--- src/hw/cpuPkg.sv ---
// shared types and constants for the multi-cycle RV32I core
// widths, memory map, enums and bus structs
package cpuPkg;

    typedef logic [31:0] word_t;
    typedef logic [31:0] addr_t;
    typedef logic [7:0]  byte_t;
    typedef logic [4:0]  regIdx_t;

    // memory map
    localparam int    ramBytes   = 131072;
    localparam int    ramAddrW   = $clog2(ramBytes);
    localparam addr_t ioOutAddr  = 32'h0003_0000;
    localparam addr_t ioStopAddr = 32'h0003_0004;
    localparam addr_t resetPc    = 32'h0000_0000;

    typedef enum logic [3:0] {
        aluAdd, aluSub, aluSll, aluSlt, aluSltu, aluXor, aluSrl, aluSra,
        aluOr, aluAnd, aluBeq, aluBne, aluBlt, aluBge, aluBltu, aluBgeu
    } aluOp_e;

    typedef enum logic [1:0] {memByte, memByteU, memWord} memSize_e;

    typedef enum logic [3:0] {
        clsAlu, clsAluImm, clsLui, clsAuipc, clsJal, clsJalr,
        clsBranch, clsLoad, clsStore, clsIllegal
    } instClass_e;

    typedef enum logic [1:0] {stFetch, stExecute, stMemory, stWriteback} cpuState_e;

    typedef struct packed {
        instClass_e instClass;
        aluOp_e     aluOp;
        memSize_e   memSize;
        regIdx_t    rd;
        regIdx_t    rs1;
        regIdx_t    rs2;
        word_t      imm;
    } decodedInst_t;

    // byte bus toward the memory system
    typedef struct packed {
        addr_t addr;
        byte_t dout;
        logic  wr;
    } memBus_t;

    typedef struct packed {
        addr_t    addr;
        word_t    wdata;
        memSize_e size;
        logic     write;
    } memReq_t;

endpackage

--- src/hw/memCtrl.sv ---
// memory controller: splits word and byte accesses into byte transfers
// on the 2-cycle-read byte bus
`timescale 1ns/10ps

module memCtrl (
    input  logic            clk_in,
    input  logic            reset,
    input  logic            rdy,
    input  logic            reqValid,
    input  cpuPkg::memReq_t req,
    output logic            done,
    output cpuPkg::word_t   rdata,
    output cpuPkg::memBus_t memBus,
    input  cpuPkg::byte_t   mem_din
);

    logic             busy;
    logic [2:0]       cnt;
    logic [2:0]       nBytes;
    logic             lastStep;
    logic [23:0]      lowBytes;
    cpuPkg::memReq_t  curReq;

    assign nBytes   = (curReq.size == cpuPkg::memWord) ? 3'd4 : 3'd1;
    // reads finish one step later because of the bus latency
    assign lastStep = curReq.write ? (cnt == nBytes - 3'd1) : (cnt == nBytes);
    assign done     = busy && rdy && lastStep;

    assign memBus.addr = curReq.addr + cpuPkg::addr_t'(cnt);
    assign memBus.dout = curReq.wdata[{cnt[1:0], 3'b000} +: 8];
    assign memBus.wr   = busy && curReq.write && rdy;

    always_comb begin
        case (curReq.size)
            cpuPkg::memByte:  rdata = {{24{mem_din[7]}}, mem_din};
            cpuPkg::memByteU: rdata = {24'd0, mem_din};
            default:          rdata = {mem_din, lowBytes};
        endcase
    end

    always_ff @(posedge clk_in) begin
        if (reset) begin
            busy <= 1'b0;
            cnt  <= '0;
        end else if (rdy) begin
            if (reqValid && !busy) begin
                busy <= 1'b1;
                cnt  <= '0;
            end else if (busy) begin
                if (lastStep) begin
                    busy <= 1'b0;
                end else begin
                    cnt <= cnt + 3'd1;
                end
            end
        end
    end

    // request copy and incoming bytes, shifted down so byte 0 lands lowest
    always_ff @(posedge clk_in) begin
        if (rdy) begin
            if (reqValid && !busy) begin
                curReq <= req;
            end
            if (busy) begin
                lowBytes <= {mem_din, lowBytes[23:8]};
            end
        end
    end

    // the core must wait for done before the next request
    reqWhileBusy: assert property (@(posedge clk_in) disable iff (reset) busy |-> !reqValid);

endmodule

--- src/hw/decoder.sv ---
// instruction decoder that classifies an RV32I word and forms its immediate
`timescale 1ns/10ps

module decoder (
    input  cpuPkg::word_t        inst,
    output cpuPkg::decodedInst_t dec
);

    logic [2:0]    funct3;
    logic [6:0]    funct7;
    logic          legalF7;
    cpuPkg::word_t immI;
    cpuPkg::word_t immS;
    cpuPkg::word_t immB;
    cpuPkg::word_t immU;
    cpuPkg::word_t immJ;

    function automatic cpuPkg::aluOp_e aluFromF3(input logic [2:0] f3, input logic alt);
        case (f3)
            3'b000:  return alt ? cpuPkg::aluSub : cpuPkg::aluAdd;
            3'b001:  return cpuPkg::aluSll;
            3'b010:  return cpuPkg::aluSlt;
            3'b011:  return cpuPkg::aluSltu;
            3'b100:  return cpuPkg::aluXor;
            3'b101:  return alt ? cpuPkg::aluSra : cpuPkg::aluSrl;
            3'b110:  return cpuPkg::aluOr;
            default: return cpuPkg::aluAnd;
        endcase
    endfunction

    assign funct3 = inst[14:12];
    assign funct7 = inst[31:25];
    // only sub and sra carry the alternate funct7
    assign legalF7 = (funct7 == 7'h00)
                  || (funct7 == 7'h20 && (funct3 == 3'b000 || funct3 == 3'b101));

    assign immI = {{20{inst[31]}}, inst[31:20]};
    assign immS = {{20{inst[31]}}, inst[31:25], inst[11:7]};
    assign immB = {{19{inst[31]}}, inst[31], inst[7], inst[30:25], inst[11:8], 1'b0};
    assign immU = {inst[31:12], 12'd0};
    assign immJ = {{11{inst[31]}}, inst[31], inst[19:12], inst[20], inst[30:21], 1'b0};

    always_comb begin
        dec.instClass = cpuPkg::clsIllegal;
        dec.aluOp     = cpuPkg::aluAdd;
        dec.memSize   = cpuPkg::memWord;
        dec.rd        = inst[11:7];
        dec.rs1       = inst[19:15];
        dec.rs2       = inst[24:20];
        dec.imm       = immI;
        case (inst[6:0])
            7'b0110111: begin
                dec.instClass = cpuPkg::clsLui;
                dec.imm       = immU;
            end
            7'b0010111: begin
                dec.instClass = cpuPkg::clsAuipc;
                dec.imm       = immU;
            end
            7'b1101111: begin
                dec.instClass = cpuPkg::clsJal;
                dec.imm       = immJ;
            end
            7'b1100111: begin
                if (funct3 == 3'b000) dec.instClass = cpuPkg::clsJalr;
            end
            7'b1100011: begin
                dec.imm = immB;
                if (funct3 != 3'b010 && funct3 != 3'b011) begin
                    dec.instClass = cpuPkg::clsBranch;
                    // funct3 order follows the enum from beq onward
                    case (funct3)
                        3'b000:  dec.aluOp = cpuPkg::aluBeq;
                        3'b001:  dec.aluOp = cpuPkg::aluBne;
                        3'b100:  dec.aluOp = cpuPkg::aluBlt;
                        3'b101:  dec.aluOp = cpuPkg::aluBge;
                        3'b110:  dec.aluOp = cpuPkg::aluBltu;
                        default: dec.aluOp = cpuPkg::aluBgeu;
                    endcase
                end
            end
            7'b0000011: begin
                dec.instClass = cpuPkg::clsLoad;
                case (funct3)
                    3'b000:  dec.memSize = cpuPkg::memByte;
                    3'b100:  dec.memSize = cpuPkg::memByteU;
                    3'b010:  dec.memSize = cpuPkg::memWord;
                    default: dec.instClass = cpuPkg::clsIllegal;
                endcase
            end
            7'b0100011: begin
                dec.instClass = cpuPkg::clsStore;
                dec.imm       = immS;
                case (funct3)
                    3'b000:  dec.memSize = cpuPkg::memByte;
                    3'b010:  dec.memSize = cpuPkg::memWord;
                    default: dec.instClass = cpuPkg::clsIllegal;
                endcase
            end
            7'b0010011: begin
                dec.aluOp = aluFromF3(funct3, funct3 == 3'b101 && inst[30]);
                // shift amounts reuse the funct7 field
                if (funct3 == 3'b001 || funct3 == 3'b101) begin
                    if (legalF7) begin
                        dec.instClass = cpuPkg::clsAluImm;
                    end
                end else begin
                    dec.instClass = cpuPkg::clsAluImm;
                end
            end
            7'b0110011: begin
                dec.aluOp = aluFromF3(funct3, inst[30]);
                if (legalF7) dec.instClass = cpuPkg::clsAlu;
            end
            default: ;
        endcase
    end

endmodule

--- src/hw/alu.sv ---
// ALU with the RV32I arithmetic, logic and shift operations
// plus the branch condition for compare operations
`timescale 1ns/10ps

module alu (
    input  cpuPkg::aluOp_e op,
    input  cpuPkg::word_t  a,
    input  cpuPkg::word_t  b,
    output cpuPkg::word_t  result,
    output logic           taken
);

    logic       lessS;
    logic       lessU;
    logic [4:0] shamt;

    assign lessS = $signed(a) < $signed(b);
    assign lessU = a < b;
    assign shamt = b[4:0];

    always_comb begin
        case (op)
            cpuPkg::aluAdd:  result = a + b;
            cpuPkg::aluSub:  result = a - b;
            cpuPkg::aluSll:  result = a << shamt;
            cpuPkg::aluSlt:  result = {31'd0, lessS};
            cpuPkg::aluSltu: result = {31'd0, lessU};
            cpuPkg::aluXor:  result = a ^ b;
            cpuPkg::aluSrl:  result = a >> shamt;
            cpuPkg::aluSra:  result = $signed(a) >>> shamt;
            cpuPkg::aluOr:   result = a | b;
            cpuPkg::aluAnd:  result = a & b;
            default:         result = '0;
        endcase
    end

    // compare ops only, everything else never branches
    always_comb begin
        case (op)
            cpuPkg::aluBeq:  taken = (a == b);
            cpuPkg::aluBne:  taken = (a != b);
            cpuPkg::aluBlt:  taken = lessS;
            cpuPkg::aluBge:  taken = !lessS;
            cpuPkg::aluBltu: taken = lessU;
            cpuPkg::aluBgeu: taken = !lessU;
            default:         taken = 1'b0;
        endcase
    end

endmodule

--- src/hw/regFile.sv ---
// register file, 32 x 32 bits, two async reads and one sync write
`timescale 1ns/10ps

module regFile (
    input  logic            clk_in,
    input  logic            reset,
    input  logic            rdy,
    input  cpuPkg::regIdx_t rs1,
    input  cpuPkg::regIdx_t rs2,
    input  cpuPkg::regIdx_t rd,
    input  logic            we,
    input  cpuPkg::word_t   wdata,
    output cpuPkg::word_t   rdata1,
    output cpuPkg::word_t   rdata2,
    output cpuPkg::word_t   a0
);

    cpuPkg::word_t regs [32];

    always_ff @(posedge clk_in) begin
        if (reset) begin
            for (int i = 0; i < 32; i++) begin
                regs[i] <= '0;
            end
        end else if (rdy && we && rd != 5'd0) begin
            regs[rd] <= wdata;
        end
    end

    assign rdata1 = regs[rs1];
    assign rdata2 = regs[rs2];
    assign a0     = regs[10];

    zeroReg: assert property (@(posedge clk_in) disable iff (reset)
        (rs1 == 5'd0) |-> (rdata1 == '0));

endmodule

--- src/hw/cpu.sv ---
// multi-cycle RV32I core, one instruction at a time
// fetch, execute, optional memory access, then writeback
`timescale 1ns/10ps

module cpu (
    input  logic            clk_in,
    input  logic            reset,
    input  logic            rdy,
    input  logic            halted,
    output cpuPkg::memBus_t memBus,
    input  cpuPkg::byte_t   mem_din,
    output cpuPkg::word_t   dbgReg
);

    cpuPkg::cpuState_e    state;
    logic                 waiting;
    cpuPkg::addr_t        pc;
    cpuPkg::addr_t        nextPc;
    cpuPkg::word_t        instReg;
    cpuPkg::word_t        resultReg;
    cpuPkg::decodedInst_t dec;
    cpuPkg::word_t        rs1Val;
    cpuPkg::word_t        rs2Val;
    cpuPkg::word_t        aluA;
    cpuPkg::word_t        aluB;
    cpuPkg::word_t        aluResult;
    logic                 taken;
    cpuPkg::memReq_t      req;
    logic                 reqValid;
    logic                 done;
    cpuPkg::word_t        rdata;
    logic                 isJump;
    logic                 memAccess;
    logic                 writesRd;
    cpuPkg::addr_t        pcPlus4;

    assign isJump    = dec.instClass inside {cpuPkg::clsJal, cpuPkg::clsJalr};
    assign memAccess = dec.instClass inside {cpuPkg::clsLoad, cpuPkg::clsStore};
    assign writesRd  = !(dec.instClass inside {cpuPkg::clsBranch, cpuPkg::clsStore,
                                               cpuPkg::clsIllegal});
    assign pcPlus4   = pc + 32'd4;

    // one request per fetch or memory phase, none once stopped
    assign reqValid = ((state == cpuPkg::stFetch && !halted) || state == cpuPkg::stMemory)
                   && !waiting;

    always_comb begin
        req.addr  = (state == cpuPkg::stFetch) ? pc : resultReg;
        req.wdata = rs2Val;
        req.size  = (state == cpuPkg::stFetch) ? cpuPkg::memWord : dec.memSize;
        req.write = (state == cpuPkg::stMemory) && (dec.instClass == cpuPkg::clsStore);
    end

    // operand select, lui is 0 + imm
    always_comb begin
        if (dec.instClass inside {cpuPkg::clsAuipc, cpuPkg::clsJal}) begin
            aluA = pc;
        end else if (dec.instClass == cpuPkg::clsLui) begin
            aluA = '0;
        end else begin
            aluA = rs1Val;
        end
        aluB = (dec.instClass inside {cpuPkg::clsAlu, cpuPkg::clsBranch}) ? rs2Val : dec.imm;
    end

    memCtrl memCtrl_i (
        .clk_in(clk_in), .reset(reset), .rdy(rdy),
        .reqValid(reqValid), .req(req), .done(done), .rdata(rdata),
        .memBus(memBus), .mem_din(mem_din)
    );

    decoder decoder_i (.inst(instReg), .dec(dec));

    alu alu_i (.op(dec.aluOp), .a(aluA), .b(aluB), .result(aluResult), .taken(taken));

    regFile regFile_i (
        .clk_in(clk_in), .reset(reset), .rdy(rdy),
        .rs1(dec.rs1), .rs2(dec.rs2), .rd(dec.rd),
        .we(state == cpuPkg::stWriteback && writesRd), .wdata(resultReg),
        .rdata1(rs1Val), .rdata2(rs2Val), .a0(dbgReg)
    );

    always_ff @(posedge clk_in) begin
        if (reset) begin
            state   <= cpuPkg::stFetch;
            waiting <= 1'b0;
            pc      <= cpuPkg::resetPc;
        end else if (rdy) begin
            case (state)
                cpuPkg::stFetch, cpuPkg::stMemory: begin
                    if (done) begin
                        waiting <= 1'b0;
                        state   <= (state == cpuPkg::stFetch) ? cpuPkg::stExecute
                                                              : cpuPkg::stWriteback;
                    end else if (reqValid) begin
                        waiting <= 1'b1;
                    end
                end
                cpuPkg::stExecute: begin
                    state <= memAccess ? cpuPkg::stMemory : cpuPkg::stWriteback;
                end
                default: begin
                    pc    <= nextPc;
                    state <= cpuPkg::stFetch;
                end
            endcase
        end
    end

    // instruction, result and next pc
    always_ff @(posedge clk_in) begin
        if (rdy) begin
            if (state == cpuPkg::stFetch && done) begin
                instReg <= rdata;
            end
            if (state == cpuPkg::stMemory && done) begin
                resultReg <= rdata;
            end
            if (state == cpuPkg::stExecute) begin
                resultReg <= isJump ? pcPlus4 : aluResult;
                case (dec.instClass)
                    cpuPkg::clsJal:    nextPc <= aluResult;
                    cpuPkg::clsJalr:   nextPc <= aluResult & ~32'd1;
                    cpuPkg::clsBranch: nextPc <= taken ? pc + dec.imm : pcPlus4;
                    default:           nextPc <= pcPlus4;
                endcase
            end
        end
    end

    pcAligned: assert property (@(posedge clk_in) disable iff (reset) pc[1:0] == 2'b00);

endmodule

--- config.mk ---
export PLATFORM = sky130hd
export DESIGN_NAME = cpu
export DESIGN_NICKNAME = d
export VERILOG_FILES = /design/src/hw/cpuPkg.sv /design/src/hw/memCtrl.sv /design/src/hw/decoder.sv /design/src/hw/alu.sv /design/src/hw/regFile.sv /design/src/hw/cpu.sv
export SDC_FILE = /design/constraint.sdc
export NUM_CORES = 2
export LEC_CHECK = 0
export BUFFER_PORTS_ARGS = -buffer_cell sky130_fd_sc_hd__buf_2
export CELL_PAD_IN_SITES_DETAIL_PLACEMENT = 0
export CELL_PAD_IN_SITES_GLOBAL_PLACEMENT = 1
export CORE_ASPECT_RATIO = 0.7
export CORE_UTILIZATION = 45
export CTS_BUF_LIST = sky130_fd_sc_hd__clkbuf_8
export DETAILED_ROUTE_END_ITERATION = 16
export PLACE_DENSITY = 0.82
export SETUP_SLACK_MARGIN = 0.2
export SLEW_MARGIN = 30
export SYNTH_ARGS = -nofsm -noshare
export SYNTH_HDL_FRONTEND = slang
export SYNTH_SLANG_ARGS = --single-unit
--- constraint.sdc ---
create_clock -name clk_in -period 12.85 [get_ports clk_in]
set_clock_uncertainty 0.1 [all_clocks]
set_input_delay 1.285 -clock clk_in [delete_from_list [all_inputs] [get_ports clk_in]]
set_output_delay 1.285 -clock clk_in [all_outputs]
set_load 0.02 [all_outputs]
# [Word-level counts from Yosys, hierarchy flattened]
# Memories as Yosys holds them, arrays and structs flattened. A register that Yosys moved wholly into a read port is not among the register bits.
# Index checks and enable logic that the tools add are counted.
[totals] n_memories=1 out_inout_bits=73 input_bits=12 wordCells=195 ramBits=1024 regBits=226
[memory_table] memory="regFile_i.regs" words=32 word_bits=32 rd=3 rd_clocked_by_memory_dff=2 write_ports=32 line="regFile.sv:18" source="cpuPkg::word_t regs [32];"
[classes] addsub=7 n_lt_le_gt_ge=2 bitwise_logic=4 reduce_logical=56 muxes=56 shift=4 eq_ne=52
[ops] operator="$pmux W32 S10" count=1
[ops] operator="$mux W32" count=9
[ops] operator="$pmux W31 S4" count=1
[ops] operator="$pmux W32 S3" count=1
[ops] operator="$add A32 B32 Y32" count=2
[ops] operator="$lt A32 B32 Y1" count=2
[ops] operator="$pmux W32 S2" count=1
[ops] operator="$pmux W4 S7" count=2
[ops] operator="$eq A4 B4 Y1 const B" count=10
[ops] operator="$pmux W4 S9" count=1
[ops] operator="$add A32 B3 Y32" count=1
[ops] operator="$add A32 B3 Y32 const B" count=1
[ops] operator="$and A32 B32 Y32" count=1
[ops] operator="$eq A32 B32 Y1" count=1
[ops] operator="$eq A4 B3 Y1 const B" count=8
[ops] operator="$ne A32 B32 Y1" count=1
[ops] operator="$or A32 B32 Y32" count=1
[ops] operator="$reduce_or A32 Y1" count=1
[ops] operator="$shiftx A32 B6 Y8" count=1
[ops] operator="$shl A32 B5 Y32" count=1
[ops] operator="$shr A32 B5 Y32" count=1
[ops] operator="$sshr A32 B5 Y32" count=1
[ops] operator="$sub A32 B32 Y32" count=1
[ops] operator="$xor A32 B32 Y32" count=1
[ops] operator="other kinds (41)" count=130

# [Longest topological paths before layout]
[logic_depth] depth_word=18 mapped_depth=30 depth_no_buf=24

# [By module]
# Synthesis repeated with hierarchy kept, for this count alone.
[hier_totals] hier_cells=7342 area_unflattened_um2=78810.6
[modules_own_cells] mod="regFile" seq_area_each_um2=30749.5 area_each_um2=55951.2 cells_per_inst=4604 instances=1
[modules_own_cells] mod="cpu" seq_area_each_um2=3583.4 area_each_um2=9097.5 cells_per_inst=1025 instances=1
[modules_own_cells] mod="alu" seq_area_each_um2=0.0 area_each_um2=8670.8 cells_per_inst=1295 instances=1
[modules_own_cells] mod="memCtrl" seq_area_each_um2=2812.7 area_each_um2=4155.2 cells_per_inst=268 instances=1
[modules_own_cells] mod="decoder" seq_area_each_um2=0.0 area_each_um2=935.9 cells_per_inst=150 instances=1

# [Worst setup path before layout]
# Ideal clock, no wire load.
[synth_timing] path_kind="input -> register" from="input port halted" to="register memCtrl_i.cnt[2]" path_buffers=0 arrival_time_ns=7.205 required_ns=12.391 path_slack_ns=5.186 setup_time_ns=0.359 cell_stages=6 path_cell_list="nor2b_1 -> o21ai_0 -> nor3_1 -> o21ai_0 -> xor2_1 -> nor3_1"
[synth_between] elab_chain_cells=7 word_cells_on_any_way=9 classes_between="eq/ne: 1; mux: 1; reduce/logical: 7"
[synth_rtl] element="start, declared" line="cpu.sv:9" source="input logic halted,"
[synth_rtl] element="$logic_not A1 Y1 (*)" line="cpu.sv:44" source="assign reqValid = ((state == cpuPkg::stFetch && !halted) || state == cpuPkg::stMemory)"
[synth_rtl] element="$logic_and A1 B1 Y1 (*)" line="cpu.sv:44"
[synth_rtl] element="$logic_or A1 B1 Y1 (*)" line="cpu.sv:44"
[synth_rtl] element="$logic_and A1 B1 Y1 (*)" line="cpu.sv:45" source="&& !waiting;"
[synth_rtl] element="$logic_and A1 B1 Y1 (*)" line="memCtrl.sv:46" source="if (reqValid && !busy) begin"
[synth_rtl] element="$ne A2 B2 Y1 (no source line) or $reduce_bool A2 Y1 (tied branches)"
[synth_rtl] element="$reduce_and A3 Y1 (no source line)"
[synth_rtl] element="end signal, assigned" line="memCtrl.sv:53" source="cnt <= cnt + 3'd1;"
[synth_rtl] element="end, declared" line="memCtrl.sv:18" source="logic [2:0] cnt;"
# Every way passes the cells marked *; elsewhere a longest branch is shown, timed or not.
# A chain may end at the register's enable or synchronous reset.

# [Final worst setup path]
[layout_timing] from="register instReg[14]" to="register nextPc[23], data pin"
[layout_between] elab_chain_cells=15 word_cells_on_any_way=78 classes_between="add/sub: 3; order compare: 2; eq/ne: 30; shift: 3; mux: 22; bitwise: 3; reduce/logical: 15"
[layout_rtl] element="start, declared" line="cpu.sv:19" source="cpuPkg::word_t instReg;"
[layout_rtl] element="start signal, assigned" line="cpu.sv:114" source="instReg <= rdata;"
[layout_rtl] element="$eq A3 B3 Y1 or $logic_not A3 Y1 (tied branches)"
[layout_rtl] element="$logic_or A1 B1 Y1" line="decoder.sv:35" source="|| (funct7 == 7'h20 && (funct3 == 3'b000 || funct3 == 3'b101));"
[layout_rtl] element="$logic_and A1 B1 Y1" line="decoder.sv:35"
[layout_rtl] element="$logic_or A1 B1 Y1" line="decoder.sv:35"
[layout_rtl] element="$mux W4" line="decoder.sv:104" source="if (legalF7) begin"
[layout_rtl] element="$mux W4" line="decoder.sv:103" source="if (funct3 == 3'b001 || funct3 == 3'b101) begin"
[layout_rtl] element="$pmux W4 S9" line="decoder.sv:51" source="case (inst[6:0])"
[layout_rtl] element="$eq A4 B2 Y1, or another cell as far along" line="cpu.sv:58" source="end else if (dec.instClass == cpuPkg::clsLui) begin"
[layout_rtl] element="$mux W32, or another cell as far along" line="cpu.sv:58"
[layout_rtl] element="$mux W32, on equally long branches" line="cpu.sv:56, cpu.sv:63"
[layout_rtl] element="$lt A32 B32 Y1, on equally long branches" line="alu.sv:18, alu.sv:17"
[layout_rtl] element="$logic_not A1 Y1, on equally long branches" line="alu.sv:45, alu.sv:43"
[layout_rtl] element="$pmux W1 S6" line="alu.sv:39" source="case (op)"
[layout_rtl] element="$mux W32" line="cpu.sv:124" source="cpuPkg::clsBranch: nextPc <= taken ? pc + dec.imm : pcPlus4;"
[layout_rtl] element="$pmux W32 S3 (*)" line="cpu.sv:121" source="case (dec.instClass)"
[layout_rtl] element="end signal, assigned" line="cpu.sv:122" source="cpuPkg::clsJal: nextPc <= aluResult;"
[layout_rtl] element="end signal, assigned" line="cpu.sv:124"
[layout_rtl] element="end signal, assigned" line="cpu.sv:125" source="default: nextPc <= pcPlus4;"
[layout_rtl] element="end, declared" line="cpu.sv:18" source="cpuPkg::addr_t nextPc;"
# Marked as above.

==> summary.md <==
| Metric | Value |
|---|---|
| CTS sink count | around 1300 |
| Gr usage total | 37.57% |
| Root buffer cell | clkbuf_8 |
| Area of the mapped netlist | 77650 µm² |
| Ys async rst share | 0% |
| Adder-cell area share of the yosys netlist | between 2 and 2.5% |
| Max-slew violation count | 0 |
| Setup TNS | 0 ps |
| Post-synthesis xor/xnor area fraction | 1.297% |
| Routed WL | ~330000 µm |
| Total gr overflow | 0 |
| Post-Syn Area per Cell | 12.43 µm² |
| Status | finished, final reports clean |
| GR Layer Usage met1 | 54.37% |
| GRT busiest layer | met1 |
| Filler cell count | around 15000 |
| Ports | 85 |
| Post-synthesis sequential area ratio | 48.10% |
| Switching share of power | 27.65% |
| Tot Pwr | 9.441 mW |
| Resized Gates After CTS | 0 |
| Total number of vias | 59790 |
| Core ar. | 171300 µm² |
| Met2 Resource Use GR | around half |
| Worst-path clk slew | 70 ps |
| Area Overhead vs Synth | 9.754% |
| Hold Path Depth | 0 |
| Tmin final | around 9000 ps |
| Largest family of logic cells by synthesized area | multiplexers |
| Global placement routability congestion | 1.070 |
| Largest net degree at the start of global routing | 104 |
| Unrepaired setup endpoints after global routing | no |
| Mux contribution to synthesized area | 20.56% |
| Critical Path Sink Type | flop |
| Sequential Area | 37370 µm² |
| Post-Synth Simple-Gate Area | 15.29% |
| Synth Warn # | 0 |
| Vias per cell | 6.868 |
| Clock share of power | 38.7% |
| First-pass GRT wire length | between 400000 and 500000 µm |
| Initial Util | 45.33% |
| Estimated wirelength of the detail-placed design | 231300 µm |
| Slew @ Worst Pin | 1188 ps |
| Most frequent cells in the layout | 1211 x edfxtp_1, 1022 x and2_1, 537 x mux4_2 |
| Final clock period utilization by the worst path | 69.96% |
| Drt wl/cell | 38.13 µm |
| Power Density | 110.8 nW/µm² |
| Die ar. | 174200 µm² |
| Net Sw Power | 2.610 mW |
| Synth cell types | 103 |
| Buffers on Ports | 84 |
| Seq cells post-synth | approximately 1300 |
| Post-route antenna net violation count | 0 |
| Die Y | 349.5 µm |
| Hold crit path type | reg2reg |
| Number of enable flip-flop cells after synthesis | around 1200 |
| CP Data Arrival Time | 9620 ps |
| Clock buffer depth | 3 |
| Num CTS Buffers | 196 |
| Non-Filler Instances | 8705 |
| # Post-CTS Setup Buffers | 0 |
| Maximum VDD drop | 0.0001017 V |
| Initial antenna violation count | 35 |
| TritonRoute pass-1 iters | 6 |
| FP Rows | 127 |
| Initial DRC count | 10560 |
| Number of global-route vias before repair | between 50000 and 60000 |
| Internal Power | about 6.8 mW |
| Main synth FF type | edfxtp_1 |
| Layout net count | around 6400 |
| Multi-input logic area | between 30000 and 40000 µm² |
| Pleak | 31.69 nW |
| Share of total power in combinational logic | 11.2% |
| Relative slew slack | 20.37% |
| Synth Area in Compound Gates | 8.337% |
| Setup CP Type | reg2reg |
| Die width | about 500 µm |
| Cts hold-fix bufs | 0 |
| Worst hold slack | 346.6 ps |
| Max cap viols | 0 |
| Final setup fails | 0 |
| Inst Count DP | 8307 |
| CTS tree | done |
| CTS HTree Levels | 4 |
| Met3 GRT Util | 16.24% |
| Commonest non-fill, non-tap cell in the layout | edfxtp_1 |
| DRC errors left | 0 |
| Startpoint type of the worst setup path | flop |
| Post-Syn Instances | between 6000 and 7000 |
| Final Hold Violating Endpoints | 0 |
| Worst Path Required | between 10000 and 15000 ps |
| Crit-path max FO | 42 |
| Sequential fraction of design power | about 50% |
| Worst skew pair latency | 1010 ps |
| Layout cells sized above 1 | 21.48% |
| Worst r2r path cells | 26 |
| Maximum clock rate | 111.2 MHz |
## cells by family after synthesis
| logic type | count (synthesis) |
|---|---|
| AOI/OAI and AO/OA | 951 |
| xor gates and xnor gates | 115 |
| adders and majority gates | 151 |
| buffers and inverters | 712 |
| DFF | 1260 |
| muxes | 869 |
| other | 1 |
| and+or+nand+nor | 2187 |
## stage by stage
| step | utilization, % | cell area, µm² | setup slack [ps] |
|---|---|---|---|
| floorplan | - | 77760 | 5186 |
| global placement | 47.07 | 80630 | 3554 |
| detailed placement | 47.25 | 80950 | 4159 |
| CTS | 49.64 | 85030 | 4104 |
| global route | 49.72 | 85180 | 3701 |
| finish | 49.75 | 85220 | 3860 |
## worst paths after layout
kind | startpoint | end | slack, ps
max | instReg[14]$_DFFE_PP_ | nextPc[23]$_DFFE_PP_ | 3860
min | memCtrl_i.lowBytes[10]$_DFFE_PP_ | memCtrl_i.lowBytes[2]$_DFFE_PP_ | 350
max reg2reg | instReg[14]$_DFFE_PP_ | nextPc[23]$_DFFE_PP_ | 3860
min reg2reg | memCtrl_i.lowBytes[10]$_DFFE_PP_ | memCtrl_i.lowBytes[2]$_DFFE_PP_ | 350
## worst max-delay path, cell delays in order, from the launching register on
cell and delay (ps):
edfxtp_1 560, inv_1 170, ha_1 260, nor4bb_1 100
nand2_1 90, buf_4 340, nand4_1 160, nor3_2 410
a21o_1 270, buf_4 470, mux2i_4 310, buf_4 510
inv_2 40, buf_4 320, fa_1 480, nand2b_1 180
a21oi_1 250, o22a_1 280, a31oi_1 260, o211ai_1 660
a31oi_1 330, xnor2_1 220, o21ai_2 240, buf_4 440
nor2b_1 580, o21ai_0 200, a221o_1 370
## cell usage after synthesis, drive strengths merged (96+ instances only)
library cell / instances / area share [%]
buf: 178 / 1.4
inv: 161 / 0.78
clkbuf: 371 / 1.8
edfxtp: 1211 / 47
mux4: 561 / 16
nand2: 351 / 1.7
o21ai: 146 / 0.94
nor2: 349 / 1.7
and2: 1025 / 8.3
nor3: 96 / 0.67
a21oi: 225 / 1.5
mux2i: 233 / 3.1
ha: 147 / 2.4
## metal layers
| metal | wire (µm) | up-vias |
|---|---|---|
| met3 | 56140 | 710 |
| met4 | 13070 | 30 |
| met5 | 345 | - |
| met1 | 133800 | 30240 |
| li1 | - | 23680 |
| met2 | 128600 | 5129 |
## sequential cells by signal (all words and copies together), names as in the netlist, named ones only
signal and cells:
regFile_i.regs 1024, waiting 1, memCtrl_i.lowBytes 24, pc 32, memCtrl_i.busy 1, memCtrl_i.cnt 3, memCtrl_i.curReq 67, resultReg 32
state 2, instReg 32, nextPc 32
## power groups by stage
stage               logic (mW)  clock network [mW]  registers (mW)
CTS                       1.00                3.67            4.72
global placement         0.992                   0            4.80
global route              1.07                3.83            4.73
detailed placement        1.00                   0            4.81
finish                    1.06                3.66            4.72
floorplan                0.597                   0            4.76
## cell type report
cell class / instances / share of cell area (%)
inverter: 162 / 0.7194
multi-input combinational: 4305 / 44.31
timing repair buffer: 332 / 2.939
clock inverter: 162 / 1.498
antenna: 23 / 0.06754
clock buffer: 204 / 3.295
sequential: 1260 / 43.85
tap: 2257 / 3.314
Note: power is estimated with default switching activity, not from simulation.
